<file path="config.mk">
export PLATFORM = sky130hd
export DESIGN_NAME = debug_top
export DESIGN_NICKNAME = d
export VERILOG_FILES = /design/src/source/dbg_pkg.sv /design/src/source/debug_top.sv /design/src/source/debug_controller.sv /design/src/source/state_collector.sv /design/src/source/tiny_core.sv /design/src/source/uart_tx.sv /design/src/source/uart_rx.sv
export VERILOG_INCLUDE_DIRS = /design/src /design/src/source
export SDC_FILE = /design/constraint.sdc
export NUM_CORES = 2
export LEC_CHECK = 0
export BUFFER_PORTS_ARGS = -buffer_cell sky130_fd_sc_hd__buf_2
export CAP_MARGIN = 15
export CORE_ASPECT_RATIO = 1.4
export CORE_MARGIN = 5
export CORE_UTILIZATION = 30
export CTS_CLUSTER_DIAMETER = 60
export CTS_CLUSTER_SIZE = 8
export DETAILED_ROUTE_END_ITERATION = 10
export SLEW_MARGIN = 5
export SYNTH_ARGS = -nofsm -noshare
export SYNTH_HDL_FRONTEND = slang
export SYNTH_HIERARCHICAL = 1
export SYNTH_SLANG_ARGS = --single-unit
</file>
<file path="constraint.sdc">
create_clock -name clk -period 19.86 [get_ports clk]
set_input_delay 5.958 -clock clk [delete_from_list [all_inputs] [get_ports clk]]
set_output_delay 5.958 -clock clk [all_outputs]
set_load 0.02 [all_outputs]
</file>
<file path="src/source/dbg_cfg.svh">
`ifndef DBG_CFG_SVH
`define DBG_CFG_SVH

// Serial bit time in system clocks
// 16 keeps simulation short
// A real baud rate needs a larger value
`define DBG_CLKS_PER_BIT 16

// Core memory sizes
`define DBG_IMEM_WORDS 64
`define DBG_DMEM_WORDS 16
`define DBG_NUM_REGS 8

// Dump layout
// PC byte, then two bytes per register, then two bytes per data word
`define DBG_DUMP_BYTES 49

`endif
</file>
<file path="src/source/dbg_pkg.sv">
package dbg_pkg;

	typedef logic [15:0] word_t;

	typedef enum logic [2:0] {
		op_halt  = 3'd0,
		op_addi  = 3'd1,
		op_add   = 3'd2,
		op_sub   = 3'd3,
		op_load  = 3'd4,
		op_store = 3'd5,
		op_beqz  = 3'd6,
		op_nop   = 3'd7
	} opcode_e;

	// add and sub take rt from imm[2:0]
	typedef struct packed {
		opcode_e           op;
		logic [2:0]        rd;
		logic [2:0]        rs;
		logic signed [6:0] imm;
	} instr_t;

	// Controller to core
	typedef struct packed {
		logic       run_en;
		logic       step;
		logic       core_reset;
		logic       prog_we;
		logic [5:0] prog_addr;
		word_t      prog_word;
	} core_ctrl_t;

	typedef struct packed {
		logic [2:0] reg_addr;
		logic [3:0] mem_addr;
	} state_rd_t;

	typedef struct packed {
		logic [5:0] pc;
		word_t      reg_word;
		word_t      mem_word;
	} state_data_t;

	// Host command bytes, ASCII
	localparam logic [7:0] CMD_PROG = 8'h50;
	localparam logic [7:0] CMD_RUN  = 8'h52;
	localparam logic [7:0] CMD_STEP = 8'h53;
	localparam logic [7:0] CMD_DUMP = 8'h44;

endpackage

</file>
<file path="src/source/debug_top.sv">
`timescale 1ns/100ps

module debug_top (
	input  logic clk,
	input  logic reset,
	input  logic rx,
	output logic tx
);

	logic [7:0]           rx_byte;
	logic [7:0]           tx_byte;
	logic [7:0]           dump_byte;
	logic                 rx_done;
	logic                 tx_start;
	logic                 tx_done;
	logic                 halted;
	logic                 restart;
	logic                 next;
	logic                 last;
	dbg_pkg::core_ctrl_t  ctrl;
	dbg_pkg::state_rd_t   rd;
	dbg_pkg::state_data_t state;

	// Serial link
	uart_rx u_uart_rx (
		.clk(clk), .reset(reset), .rx(rx),
		.rx_byte(rx_byte), .rx_done(rx_done)
	);

	uart_tx u_uart_tx (
		.clk(clk), .reset(reset), .tx_start(tx_start),
		.tx_byte(tx_byte), .tx(tx), .tx_done(tx_done)
	);

	debug_controller u_debug_controller (
		.clk(clk), .reset(reset),
		.rx_byte(rx_byte), .rx_done(rx_done), .tx_done(tx_done),
		.tx_byte(tx_byte), .tx_start(tx_start), .halted(halted), .ctrl(ctrl),
		.restart(restart), .next(next), .dump_byte(dump_byte), .last(last)
	);

	state_collector u_state_collector (
		.clk(clk), .reset(reset), .restart(restart), .next(next),
		.rd(rd), .state(state), .dump_byte(dump_byte), .last(last)
	);

	// Core runs on the system clock, gated by run_en and step
	tiny_core u_tiny_core (
		.clk(clk), .reset(reset), .ctrl(ctrl),
		.rd(rd), .state(state), .halted(halted)
	);

endmodule

</file>
<file path="src/source/debug_controller.sv">
`timescale 1ns/100ps

module debug_controller (
	input  logic                clk,
	input  logic                reset,
	input  logic [7:0]          rx_byte,
	input  logic                rx_done,
	input  logic                tx_done,
	output logic [7:0]          tx_byte,
	output logic                tx_start,
	input  logic                halted,
	output dbg_pkg::core_ctrl_t ctrl,
	output logic                restart,
	output logic                next,
	input  logic [7:0]          dump_byte,
	input  logic                last
);

	typedef enum logic [2:0] {
		st_idle,
		st_prog_count,
		st_prog_hi,
		st_prog_lo,
		st_running,
		st_dump_send,
		st_dump_wait
	} dbg_state_e;

	dbg_state_e st;
	logic [7:0] words_left;
	logic [5:0] addr;

	//////////////////////////////////////////////////////////////////////
	// Collector index moves on the same edge the FSM changes state
	//////////////////////////////////////////////////////////////////////

	assign restart = (st == st_idle) && rx_done && (rx_byte == dbg_pkg::CMD_DUMP);
	assign next    = (st == st_dump_wait) && tx_done && !last;

	//////////////////////////////////////////////////////////////////////
	// Command FSM
	//////////////////////////////////////////////////////////////////////

	always_ff @(posedge clk) begin
		ctrl.step       <= 1'b0;
		ctrl.core_reset <= 1'b0;
		ctrl.prog_we    <= 1'b0;
		tx_start        <= 1'b0;
		if (reset) begin
			st          <= st_idle;
			ctrl.run_en <= 1'b0;
		end else begin
			case (st)
				st_idle: begin
					if (rx_done) begin
						case (rx_byte)
							dbg_pkg::CMD_PROG: st <= st_prog_count;
							dbg_pkg::CMD_RUN: begin
								if (!halted) begin
									ctrl.run_en <= 1'b1;
									st          <= st_running;
								end
							end
							dbg_pkg::CMD_STEP: ctrl.step <= !halted;
							dbg_pkg::CMD_DUMP: st <= st_dump_send;
							default: ;
						endcase
					end
				end
				st_prog_count: begin
					if (rx_done) begin
						words_left <= rx_byte;
						addr       <= '0;
						if (rx_byte == 8'd0) begin
							// Empty load still restarts the core
							ctrl.core_reset <= 1'b1;
							st              <= st_idle;
						end else begin
							st <= st_prog_hi;
						end
					end
				end
				st_prog_hi: begin
					if (rx_done) begin
						ctrl.prog_word[15:8] <= rx_byte;
						st                   <= st_prog_lo;
					end
				end
				st_prog_lo: begin
					if (rx_done) begin
						ctrl.prog_word[7:0] <= rx_byte;
						ctrl.prog_addr      <= addr;
						ctrl.prog_we        <= 1'b1;
						addr                <= addr + 6'd1;
						words_left          <= words_left - 8'd1;
						if (words_left == 8'd1) begin
							ctrl.core_reset <= 1'b1;
							st              <= st_idle;
						end else begin
							st <= st_prog_hi;
						end
					end
				end
				// Host bytes are ignored until the core halts
				st_running: begin
					if (halted) begin
						ctrl.run_en <= 1'b0;
						st          <= st_idle;
					end
				end
				st_dump_send: begin
					tx_byte  <= dump_byte;
					tx_start <= 1'b1;
					st       <= st_dump_wait;
				end
				default: begin
					if (tx_done)
						st <= last ? st_idle : st_dump_send;
				end
			endcase
		end
	end

endmodule

</file>
<file path="src/source/state_collector.sv">
`timescale 1ns/100ps
`include "dbg_cfg.svh"

module state_collector (
	input  logic                 clk,
	input  logic                 reset,
	input  logic                 restart,
	input  logic                 next,
	output dbg_pkg::state_rd_t   rd,
	input  dbg_pkg::state_data_t state,
	output logic [7:0]           dump_byte,
	output logic                 last
);

	logic [5:0] idx;
	logic [5:0] reg_pos;
	logic [5:0] mem_pos;

	always_ff @(posedge clk) begin
		if (reset || restart)
			idx <= '0;
		else if (next)
			idx <= idx + 6'd1;
	end

	// Byte offsets inside the register and memory sections
	assign reg_pos     = idx - 6'd1;
	assign mem_pos     = idx - 6'd17;
	assign rd.reg_addr = reg_pos[3:1];
	assign rd.mem_addr = mem_pos[4:1];

	always_comb begin
		if (idx == 6'd0)
			dump_byte = {2'b00, state.pc};
		else if (idx <= 6'd16)
			dump_byte = reg_pos[0] ? state.reg_word[7:0] : state.reg_word[15:8];
		else
			dump_byte = mem_pos[0] ? state.mem_word[7:0] : state.mem_word[15:8];
	end

	assign last = (idx == 6'(`DBG_DUMP_BYTES - 1));

	no_next_past_end: assert property (@(posedge clk) disable iff (reset) last |-> !next);

endmodule

</file>
<file path="src/source/tiny_core.sv">
`timescale 1ns/100ps
`include "dbg_cfg.svh"

module tiny_core (
	input  logic                 clk,
	input  logic                 reset,
	input  dbg_pkg::core_ctrl_t  ctrl,
	input  dbg_pkg::state_rd_t   rd,
	output dbg_pkg::state_data_t state,
	output logic                 halted
);

	dbg_pkg::word_t  imem [`DBG_IMEM_WORDS];
	dbg_pkg::word_t  regs [`DBG_NUM_REGS];
	dbg_pkg::word_t  dmem [`DBG_DMEM_WORDS];

	logic [5:0]      pc;
	logic [5:0]      pc_next;
	dbg_pkg::instr_t instr;
	dbg_pkg::word_t  imm_ext;
	dbg_pkg::word_t  src;
	dbg_pkg::word_t  rt_val;
	dbg_pkg::word_t  rd_val;
	dbg_pkg::word_t  wb_data;
	logic [3:0]      mem_addr;
	logic            wb_en;
	logic            exec;

	//////////////////////////////////////////////////////////////////////
	// Fetch and decode
	//////////////////////////////////////////////////////////////////////

	assign instr    = dbg_pkg::instr_t'(imem[pc]);
	assign imm_ext  = {{9{instr.imm[6]}}, instr.imm};
	assign src      = regs[instr.rs];
	assign rt_val   = regs[instr.imm[2:0]];
	assign rd_val   = regs[instr.rd];
	assign mem_addr = src[3:0] + imm_ext[3:0];
	assign exec     = (ctrl.run_en || ctrl.step) && !halted;

	always_comb begin
		wb_en   = 1'b0;
		wb_data = src + imm_ext;
		pc_next = pc + 6'd1;
		case (instr.op)
			dbg_pkg::op_addi: wb_en = 1'b1;
			dbg_pkg::op_add: begin
				wb_en   = 1'b1;
				wb_data = src + rt_val;
			end
			dbg_pkg::op_sub: begin
				wb_en   = 1'b1;
				wb_data = src - rt_val;
			end
			dbg_pkg::op_load: begin
				wb_en   = 1'b1;
				wb_data = dmem[mem_addr];
			end
			// Offset wraps with the 6-bit PC
			dbg_pkg::op_beqz: begin
				if (rd_val == '0)
					pc_next = pc + imm_ext[5:0];
			end
			dbg_pkg::op_halt: pc_next = pc;
			default: ;
		endcase
		// r0 stays zero
		if (instr.rd == 3'd0)
			wb_en = 1'b0;
	end

	//////////////////////////////////////////////////////////////////////
	// State update
	//////////////////////////////////////////////////////////////////////

	always_ff @(posedge clk) begin
		if (ctrl.prog_we)
			imem[ctrl.prog_addr] <= ctrl.prog_word;
	end

	always_ff @(posedge clk) begin
		if (reset || ctrl.core_reset) begin
			pc     <= '0;
			halted <= 1'b0;
			for (int i = 0; i < `DBG_NUM_REGS; i++)
				regs[i] <= '0;
			for (int i = 0; i < `DBG_DMEM_WORDS; i++)
				dmem[i] <= '0;
		end else if (exec) begin
			pc <= pc_next;
			if (wb_en)
				regs[instr.rd] <= wb_data;
			if (instr.op == dbg_pkg::op_store)
				dmem[mem_addr] <= rd_val;
			if (instr.op == dbg_pkg::op_halt)
				halted <= 1'b1;
		end
	end

	// Debug read ports
	assign state.pc       = pc;
	assign state.reg_word = regs[rd.reg_addr];
	assign state.mem_word = dmem[rd.mem_addr];

	no_load_while_run: assert property (
		@(posedge clk) disable iff (reset) ctrl.run_en |-> !ctrl.prog_we
	);

endmodule

</file>
<file path="src/source/uart_tx.sv">
`timescale 1ns/100ps
`include "dbg_cfg.svh"

module uart_tx (
	input  logic       clk,
	input  logic       reset,
	input  logic       tx_start,
	input  logic [7:0] tx_byte,
	output logic       tx,
	output logic       tx_done
);

	localparam int CLKS  = `DBG_CLKS_PER_BIT;
	localparam int CNT_W = $clog2(CLKS) + 1;

	logic [9:0]       frame;
	logic [3:0]       bits_left;
	logic [CNT_W-1:0] cnt;
	logic             busy;

	// Line follows the low end of the frame
	assign tx = frame[0];

	always_ff @(posedge clk) begin
		tx_done <= 1'b0;
		if (reset) begin
			busy      <= 1'b0;
			frame     <= '1;
			bits_left <= '0;
			cnt       <= '0;
		end else if (!busy) begin
			if (tx_start) begin
				// Stop bit, data LSB first, start bit
				frame     <= {1'b1, tx_byte, 1'b0};
				busy      <= 1'b1;
				cnt       <= '0;
				bits_left <= 4'd9;
			end
		end else if (cnt == CNT_W'(CLKS - 1)) begin
			cnt   <= '0;
			frame <= {1'b1, frame[9:1]};
			if (bits_left == 4'd0) begin
				busy    <= 1'b0;
				tx_done <= 1'b1;
			end else begin
				bits_left <= bits_left - 4'd1;
			end
		end else begin
			cnt <= cnt + 1'b1;
		end
	end

	start_when_idle: assert property (@(posedge clk) disable iff (reset) tx_start |-> !busy);

endmodule

</file>
<file path="src/source/uart_rx.sv">
`timescale 1ns/100ps
`include "dbg_cfg.svh"

module uart_rx (
	input  logic       clk,
	input  logic       reset,
	input  logic       rx,
	output logic [7:0] rx_byte,
	output logic       rx_done
);

	localparam int CLKS  = `DBG_CLKS_PER_BIT;
	localparam int CNT_W = $clog2(CLKS) + 1;

	typedef enum logic [1:0] {
		st_idle,
		st_start,
		st_data,
		st_stop
	} rx_state_e;

	rx_state_e        st;
	logic [1:0]       rx_sync;
	logic             rx_s;
	logic [CNT_W-1:0] cnt;
	logic [2:0]       bit_idx;

	assign rx_s = rx_sync[1];

	always_ff @(posedge clk) begin
		rx_done <= 1'b0;
		if (reset) begin
			st      <= st_idle;
			rx_sync <= 2'b11;
			cnt     <= '0;
			bit_idx <= '0;
		end else begin
			rx_sync <= {rx_sync[0], rx};
			case (st)
				st_idle: begin
					cnt <= '0;
					if (!rx_s)
						st <= st_start;
				end
				// Half a bit in, then confirm the start bit is still low
				st_start: begin
					if (cnt == CNT_W'(CLKS / 2 - 1)) begin
						cnt     <= '0;
						bit_idx <= '0;
						st      <= rx_s ? st_idle : st_data;
					end else begin
						cnt <= cnt + 1'b1;
					end
				end
				st_data: begin
					if (cnt == CNT_W'(CLKS - 1)) begin
						cnt     <= '0;
						rx_byte <= {rx_s, rx_byte[7:1]};
						bit_idx <= bit_idx + 3'd1;
						if (bit_idx == 3'd7)
							st <= st_stop;
					end else begin
						cnt <= cnt + 1'b1;
					end
				end
				default: begin
					if (cnt == CNT_W'(CLKS - 1)) begin
						// Framing error drops the byte
						rx_done <= rx_s;
						st      <= st_idle;
					end else begin
						cnt <= cnt + 1'b1;
					end
				end
			endcase
		end
	end

	rx_done_single: assert property (@(posedge clk) disable iff (reset) rx_done |=> !rx_done);

endmodule

</file>
* After elaboration in Yosys (flattened, before gate mapping) *
Memory sizes are Yosys's and may differ from the RTL's. A register that Yosys moved wholly into a read port is not among the register bits.
Cells that the tools add are included.

word-level totals
  register bits = 107
  RAM bits = 1408
  bits of input ports = 3
  output and inout port bits = 1
  logic and storage cells = 227
  memories = 3

memory list
  name              words  bits a word  read ports  clocked after memory_dff  wr ports  line             text
  u_tiny_core.imem  64     16           1           1                         1         tiny_core.sv:13  dbg_pkg::word_t imem [`DBG_IMEM_WORDS];
  u_tiny_core.dmem  16     16           2           0                         16        tiny_core.sv:15  dbg_pkg::word_t dmem [`DBG_DMEM_WORDS];
  u_tiny_core.regs  8      16           4           0                         8         tiny_core.sv:14  dbg_pkg::word_t regs [`DBG_NUM_REGS];

cells by class
  add/sub/neg operators = 15
  magnitude comparators = 1
  equal/unequal tests = 40
  mux-type cells = 88
  bitwise operators = 9
  reductions and logical operators = 44

operators with widths
  cell                   number
  $mux W8                6
  $pmux W16 S3           1
  $mux W6                6
  $mux W3                11
  $add A16 B16 Y16       2
  $eq A8 B7 Y1 const B   4
  $mux W16               2
  $reduce_or A16 Y1      2
  $mux W10               3
  $mux W5                6
  $mux W1                29
  $pmux W6 S2            2
  $eq A3 B3 Y1 const B   7
  $mux W4                5
  $add A6 B1 Y6 const B  3
  $mux W2                9
  $ne A2 B2 Y1 const B   9
  $pmux W3 S6            1
  $logic_not A16 Y1      1
  $pmux W8 S2            1
  $sub A16 B16 Y16       1
  $pmux W5 S3            1
  $reduce_and A3 Y1      5
  $eq A3 B2 Y1 const B   4
  42 further kinds       76

* Depth between registers and ports, before layout *
  word-level depth = 10
  gate-level depth with buffers = 35
  depth with buffers taken out = 30

* Modules after synthesis *
Netlist, hierarchy kept.

modules (own cells, without submodules)
  module            times used  cells each  area each (um^2)  seq. area each (um^2)
  tiny_core         1           3452        63294.5           42540.8
  debug_controller  1           174         2199.6            1481.4
  uart_tx           1           104         1024.7            400.4
  uart_rx           1           91          1011.0            500.5
  state_collector   1           99          887.1             120.1

* Worst setup path before layout *
Ideal clock, no wire load.

  path type = input to register
  from = in reset
  to = mem u_tiny_core/dmem[11][0] (netlist name), enable pin
  setup time = 372 ps
  data arrival time = 8348 ps
  required time = 19488 ps
  slack = 11140 ps
  cell stages on the path = 10
  buffers on the path = 2
  path through = nor2_1 -> inv_1 -> nor3_1 -> nand4b_1 -> inv_1 -> and3_1 -> clkbuf_1 -> nand3_1 -> buf_2 -> nand2_1

RTL lines
  what             line             text
  start, declared  debug_top.sv:5   input logic reset,
  end, declared    tiny_core.sv:15

==> summary.md <==
| Metric | Value |
|---|---|
| Die H | 575.0 um |
| Fin crit period | 10.18 ns |
| Final hold vios | 0 |
| Met2 wire len | 96.67 mm |
| Slowest stage cell, crit path | buf_4 |
| Max-cap violation count | 0 |
| Leakage | 0.02500 uW |
| Syn avg cell area | 17.45 um^2 |
| Dpl ws | 9.728 ns |
| Sw frac | 20.91% |
| Number of global-route vias before repair | 38770 |
| CP endpoint kind | flop |
| CTS H-Tree Depth | 4 |
| Critical path type | flop to flop |
| Row count | 207 |
| Critical Path Max Stage Delay | 0.74 ns |
| Fin nets | 4089 |
| Cts hold-fix bufs | 0 |
| Skew final | 0.07866 ns |
| Num CTS Buffers | 211 |
| Synth Flop Type | edfxtp_1 |
| Postcts setup bufs | 0 |
| Number of flops mapped to enable cells by yosys | 1460 |
| Core region area | 227100 um^2 |
| Initial antenna violation count | 3 |
| Synth Register Bits | 1520 |
| Slew headroom | 21.01% |
| ANT nets after route | 0 |
| Fill cells | 21240 |
| YS warnings | 6 |
| Worst-path fanout max | 41 |
| P_int | 5492 uW |
| Sequential share of the synthesized area | 65.84% |
| Most frequent cells in the layout | edfxtp_1 (1460), mux4_2 (509), nor2_1 (489), clkbuf_16 (211), mux2i_1 (148) |
| Final setup TNS | 0 ns |
| DRC viols | 0 |
| Final Util | 34.47% |
| Count of cell types in the netlist | 100 |
| CTS max path bufs | 3 |
| Status | finished, final reports clean |
| Final Worst Setup Slack | 9.678 ns |
| Synth Cell Area | 68420 um^2 |
| Maximum vdd drop | 91.26 uV |
| HP Class | flop to flop |
| Layout cells sized above 1 | 27.12% |
| CP Data Arrival Time | 10.84 ns |
| Reg clk slew, reported paths | 0.05 ns |
| Hold path depth | 1 |
| DR WL/cell | 25.80 um |
| Sequential Power Share | 50.8% |
| Commonest non-fill, non-tap cell in the layout | edfxtp_1 |
| Congestion Overflow GR | 0 |
| Power Density | 88.70 nW/um^2 |
| Hold Path End | u_uart_rx/rx_sync[1]$_SDFF_PP1_ |
| GR Util All Layers | 15.24% |
| Ys async rst share | 0% |
| Area of the die | 237800 um^2 |
| CP Launch Type | flop |
| Power share of the clock group | 46.9% |
| Port Buffers | 3 |
| Setup Viol. Count Final | 0 |
| Logic pwr share | 2.3% |
| I/O pin count | 4 |
| Top sig layer | met5 |
| Via Count | 37470 |
| CTS Sinks | 1520 |
| Detailed Place HPWL | 114.4 mm |
| Worst-margin pin slew | 1.182 ns |
| Final wirelength | 184.2 mm |
| Worst-case reg-to-reg path depth | 32 |
| Largest net degree at the start of global routing | 97 |
| Tcrit/Tclk final | 51.27% |
| Psw | 1452 uW |
| Syn-to-layout area delta | 14.43% |
| Die width | 413.6 um |
| Crit path required time | 20.51 ns |
| Worst skew pair latency | 0.86 ns |
| CTS tree | yes |
| DR pass1 iterations | 5 |
| CP most frequent cell | o21ai_0 |
| Initial cell density of the core | 30.12% |
| Routability cong. | 0.8907 |
| RSZ-0062 raised after global routing | no |
| DR WL met3 | 10.31 mm |
| First-pass GRT wire length | 268.4 mm |
| Worst Min Path Start | u_uart_rx/rx_sync[0]$_SDFF_PP1_ |
| DRT iter0 DRCs | 3520 |
| Post-DR vias/cell | 5.248 |
| Root Driver | clkbuf_16 |
| Fmax | 98.21 MHz |
| Post-Syn Instances | 3920 |
| CTS resizes | 0 |
| Max Slew Vio Count | 0 |
| Reg2reg setup slack | 9.68 ns |
| WL met1 | 68.59 mm |
| R2R Path End | u_tiny_core/regs[1][15]$_SDFFCE_PN0P_ |
==> power groups by stage <==
stage | registers, uW | logic [uW] | clock network [uW]
finish | 3530 | 157 | 3260
global route | 3530 | 165 | 3460
CTS | 3530 | 157 | 3330
detailed placement | 3590 | 156 | 0
global placement | 3590 | 155 | 0
floorplan | 3580 | 104 | 0
==> layout make-up <==
cell class | count | area [um^2] | share of cell area [%]
repair buffers | 148 | 1156 | 1.477
clock inverters | 20 | 455.4 | 0.5817
diodes | 2 | 5.005 | 0.006393
clock buffers | 263 | 5495 | 7.019
multi-input cells | 2105 | 22130 | 28.27
well taps | 3030 | 3791 | 4.843
inverters | 51 | 198.9 | 0.2541
flip-flops and latches | 1520 | 45060 | 57.55
==> critical path, delay by kind of cell (launching register included) <==
family                   cells  cell delay, ns
XOR/XNOR                     1            0.14
buffers and inverters        5            2.65
multiplexers                 3            0.93
adder cells (fa/ha/maj)      2            0.60
AND/OR/NAND/NOR              6            0.89
AO/OA/AOI/OAI               15            4.00
flip-flops                   1            0.72
==> synth_stat cells, types with 12 or more instances <==
master / count / share of area (%)
a21o_1: 15 / 0.16
a21oi_1: 69 / 0.50
a22oi_1: 43 / 0.47
buf_1: 24 / 0.13
buf_2: 63 / 0.46
buf_4: 29 / 0.32
buf_6: 21 / 0.35
clkbuf_1: 116 / 0.64
dfxtp_1: 60 / 1.8
edfxtp_1: 1460 / 64
ha_1: 46 / 0.84
inv_1: 49 / 0.27
mux2_2: 89 / 1.5
mux2i_1: 148 / 2.2
mux4_2: 509 / 17
nand2_1: 117 / 0.64
nand2b_1: 17 / 0.16
nand3_1: 44 / 0.32
nand4_1: 12 / 0.11
nor2_1: 529 / 2.9
nor2b_1: 30 / 0.27
nor3_1: 43 / 0.31
o21ai_0: 46 / 0.34
xnor2_1: 35 / 0.45
xor2_1: 23 / 0.29
==> metal layers <==
metal,GRT usage (%),up-vias
met2,27.18,1427
met1,18.16,19790
met4,6.869,2
met5,0,-
met3,2.203,353
li1,-,15890
==> cells by family (layout without fill, tap and decap cells) <==
kind of cell	Yosys count	after routing	synth area share [%]
simple gates	901	901	6.031
xor+xnor	58	58	0.7425
mux	757	757	20.73
buf+inv	310	482	2.306
fa+ha+maj	49	49	0.9290
other cells	1	18	0.005481
compound gates	324	324	3.422
flops	1520	1520	65.84
==> how the worst max path moves through the flow <==
stage,start,to,slack [ns],depth (start not counted)
after floorplan,reset,u_tiny_core/dmem[11][0]$_SDFFCE_PN0P_,11.14,10
after global placement,flop,u_tiny_core/regs[1][15]$_SDFFCE_PN0P_,9.56,32
after detailed placement,flop,u_tiny_core/regs[5][15]$_SDFFCE_PN0P_,9.73,32
after CTS,flop,u_tiny_core/regs[1][15]$_SDFFCE_PN0P_,9.62,32
after global routing,flop,u_tiny_core/regs[6][15]$_SDFFCE_PN0P_,8.80,32
final,flop,u_tiny_core/regs[1][15]$_SDFFCE_PN0P_,9.68,32
==> registers in the layout, indices dropped and copies added, names as in the netlist, 8 cells and up, named ones only <==
name	flops
u_uart_tx/frame	9
u_tiny_core/dmem	256
u_tiny_core/regs	128
u_uart_rx/rx_byte	8
u_tiny_core/imem	1024
u_debug_controller/tx_byte	8
u_debug_controller/ctrl	26
u_debug_controller/words_left	8
==> through the flow <==
| stage | area [um^2] | total power [uW] | instances | hold WS, ns |
|---|---|---|---|---|
| floorplan | 68470 | 3684 | 3935 | 0.3895 |
| global placement | 72280 | 3743 | 6851 | 0.4062 |
| detailed placement | 72310 | 3745 | 6853 | 0.4060 |
| CTS | 78260 | 7012 | 7136 | 0.4177 |
| global route | 78280 | 7153 | 7137 | 0.4342 |
| finish | 78290 | 6944 | 7139 | 0.4124 |
(Power assumes the default switching activity.)
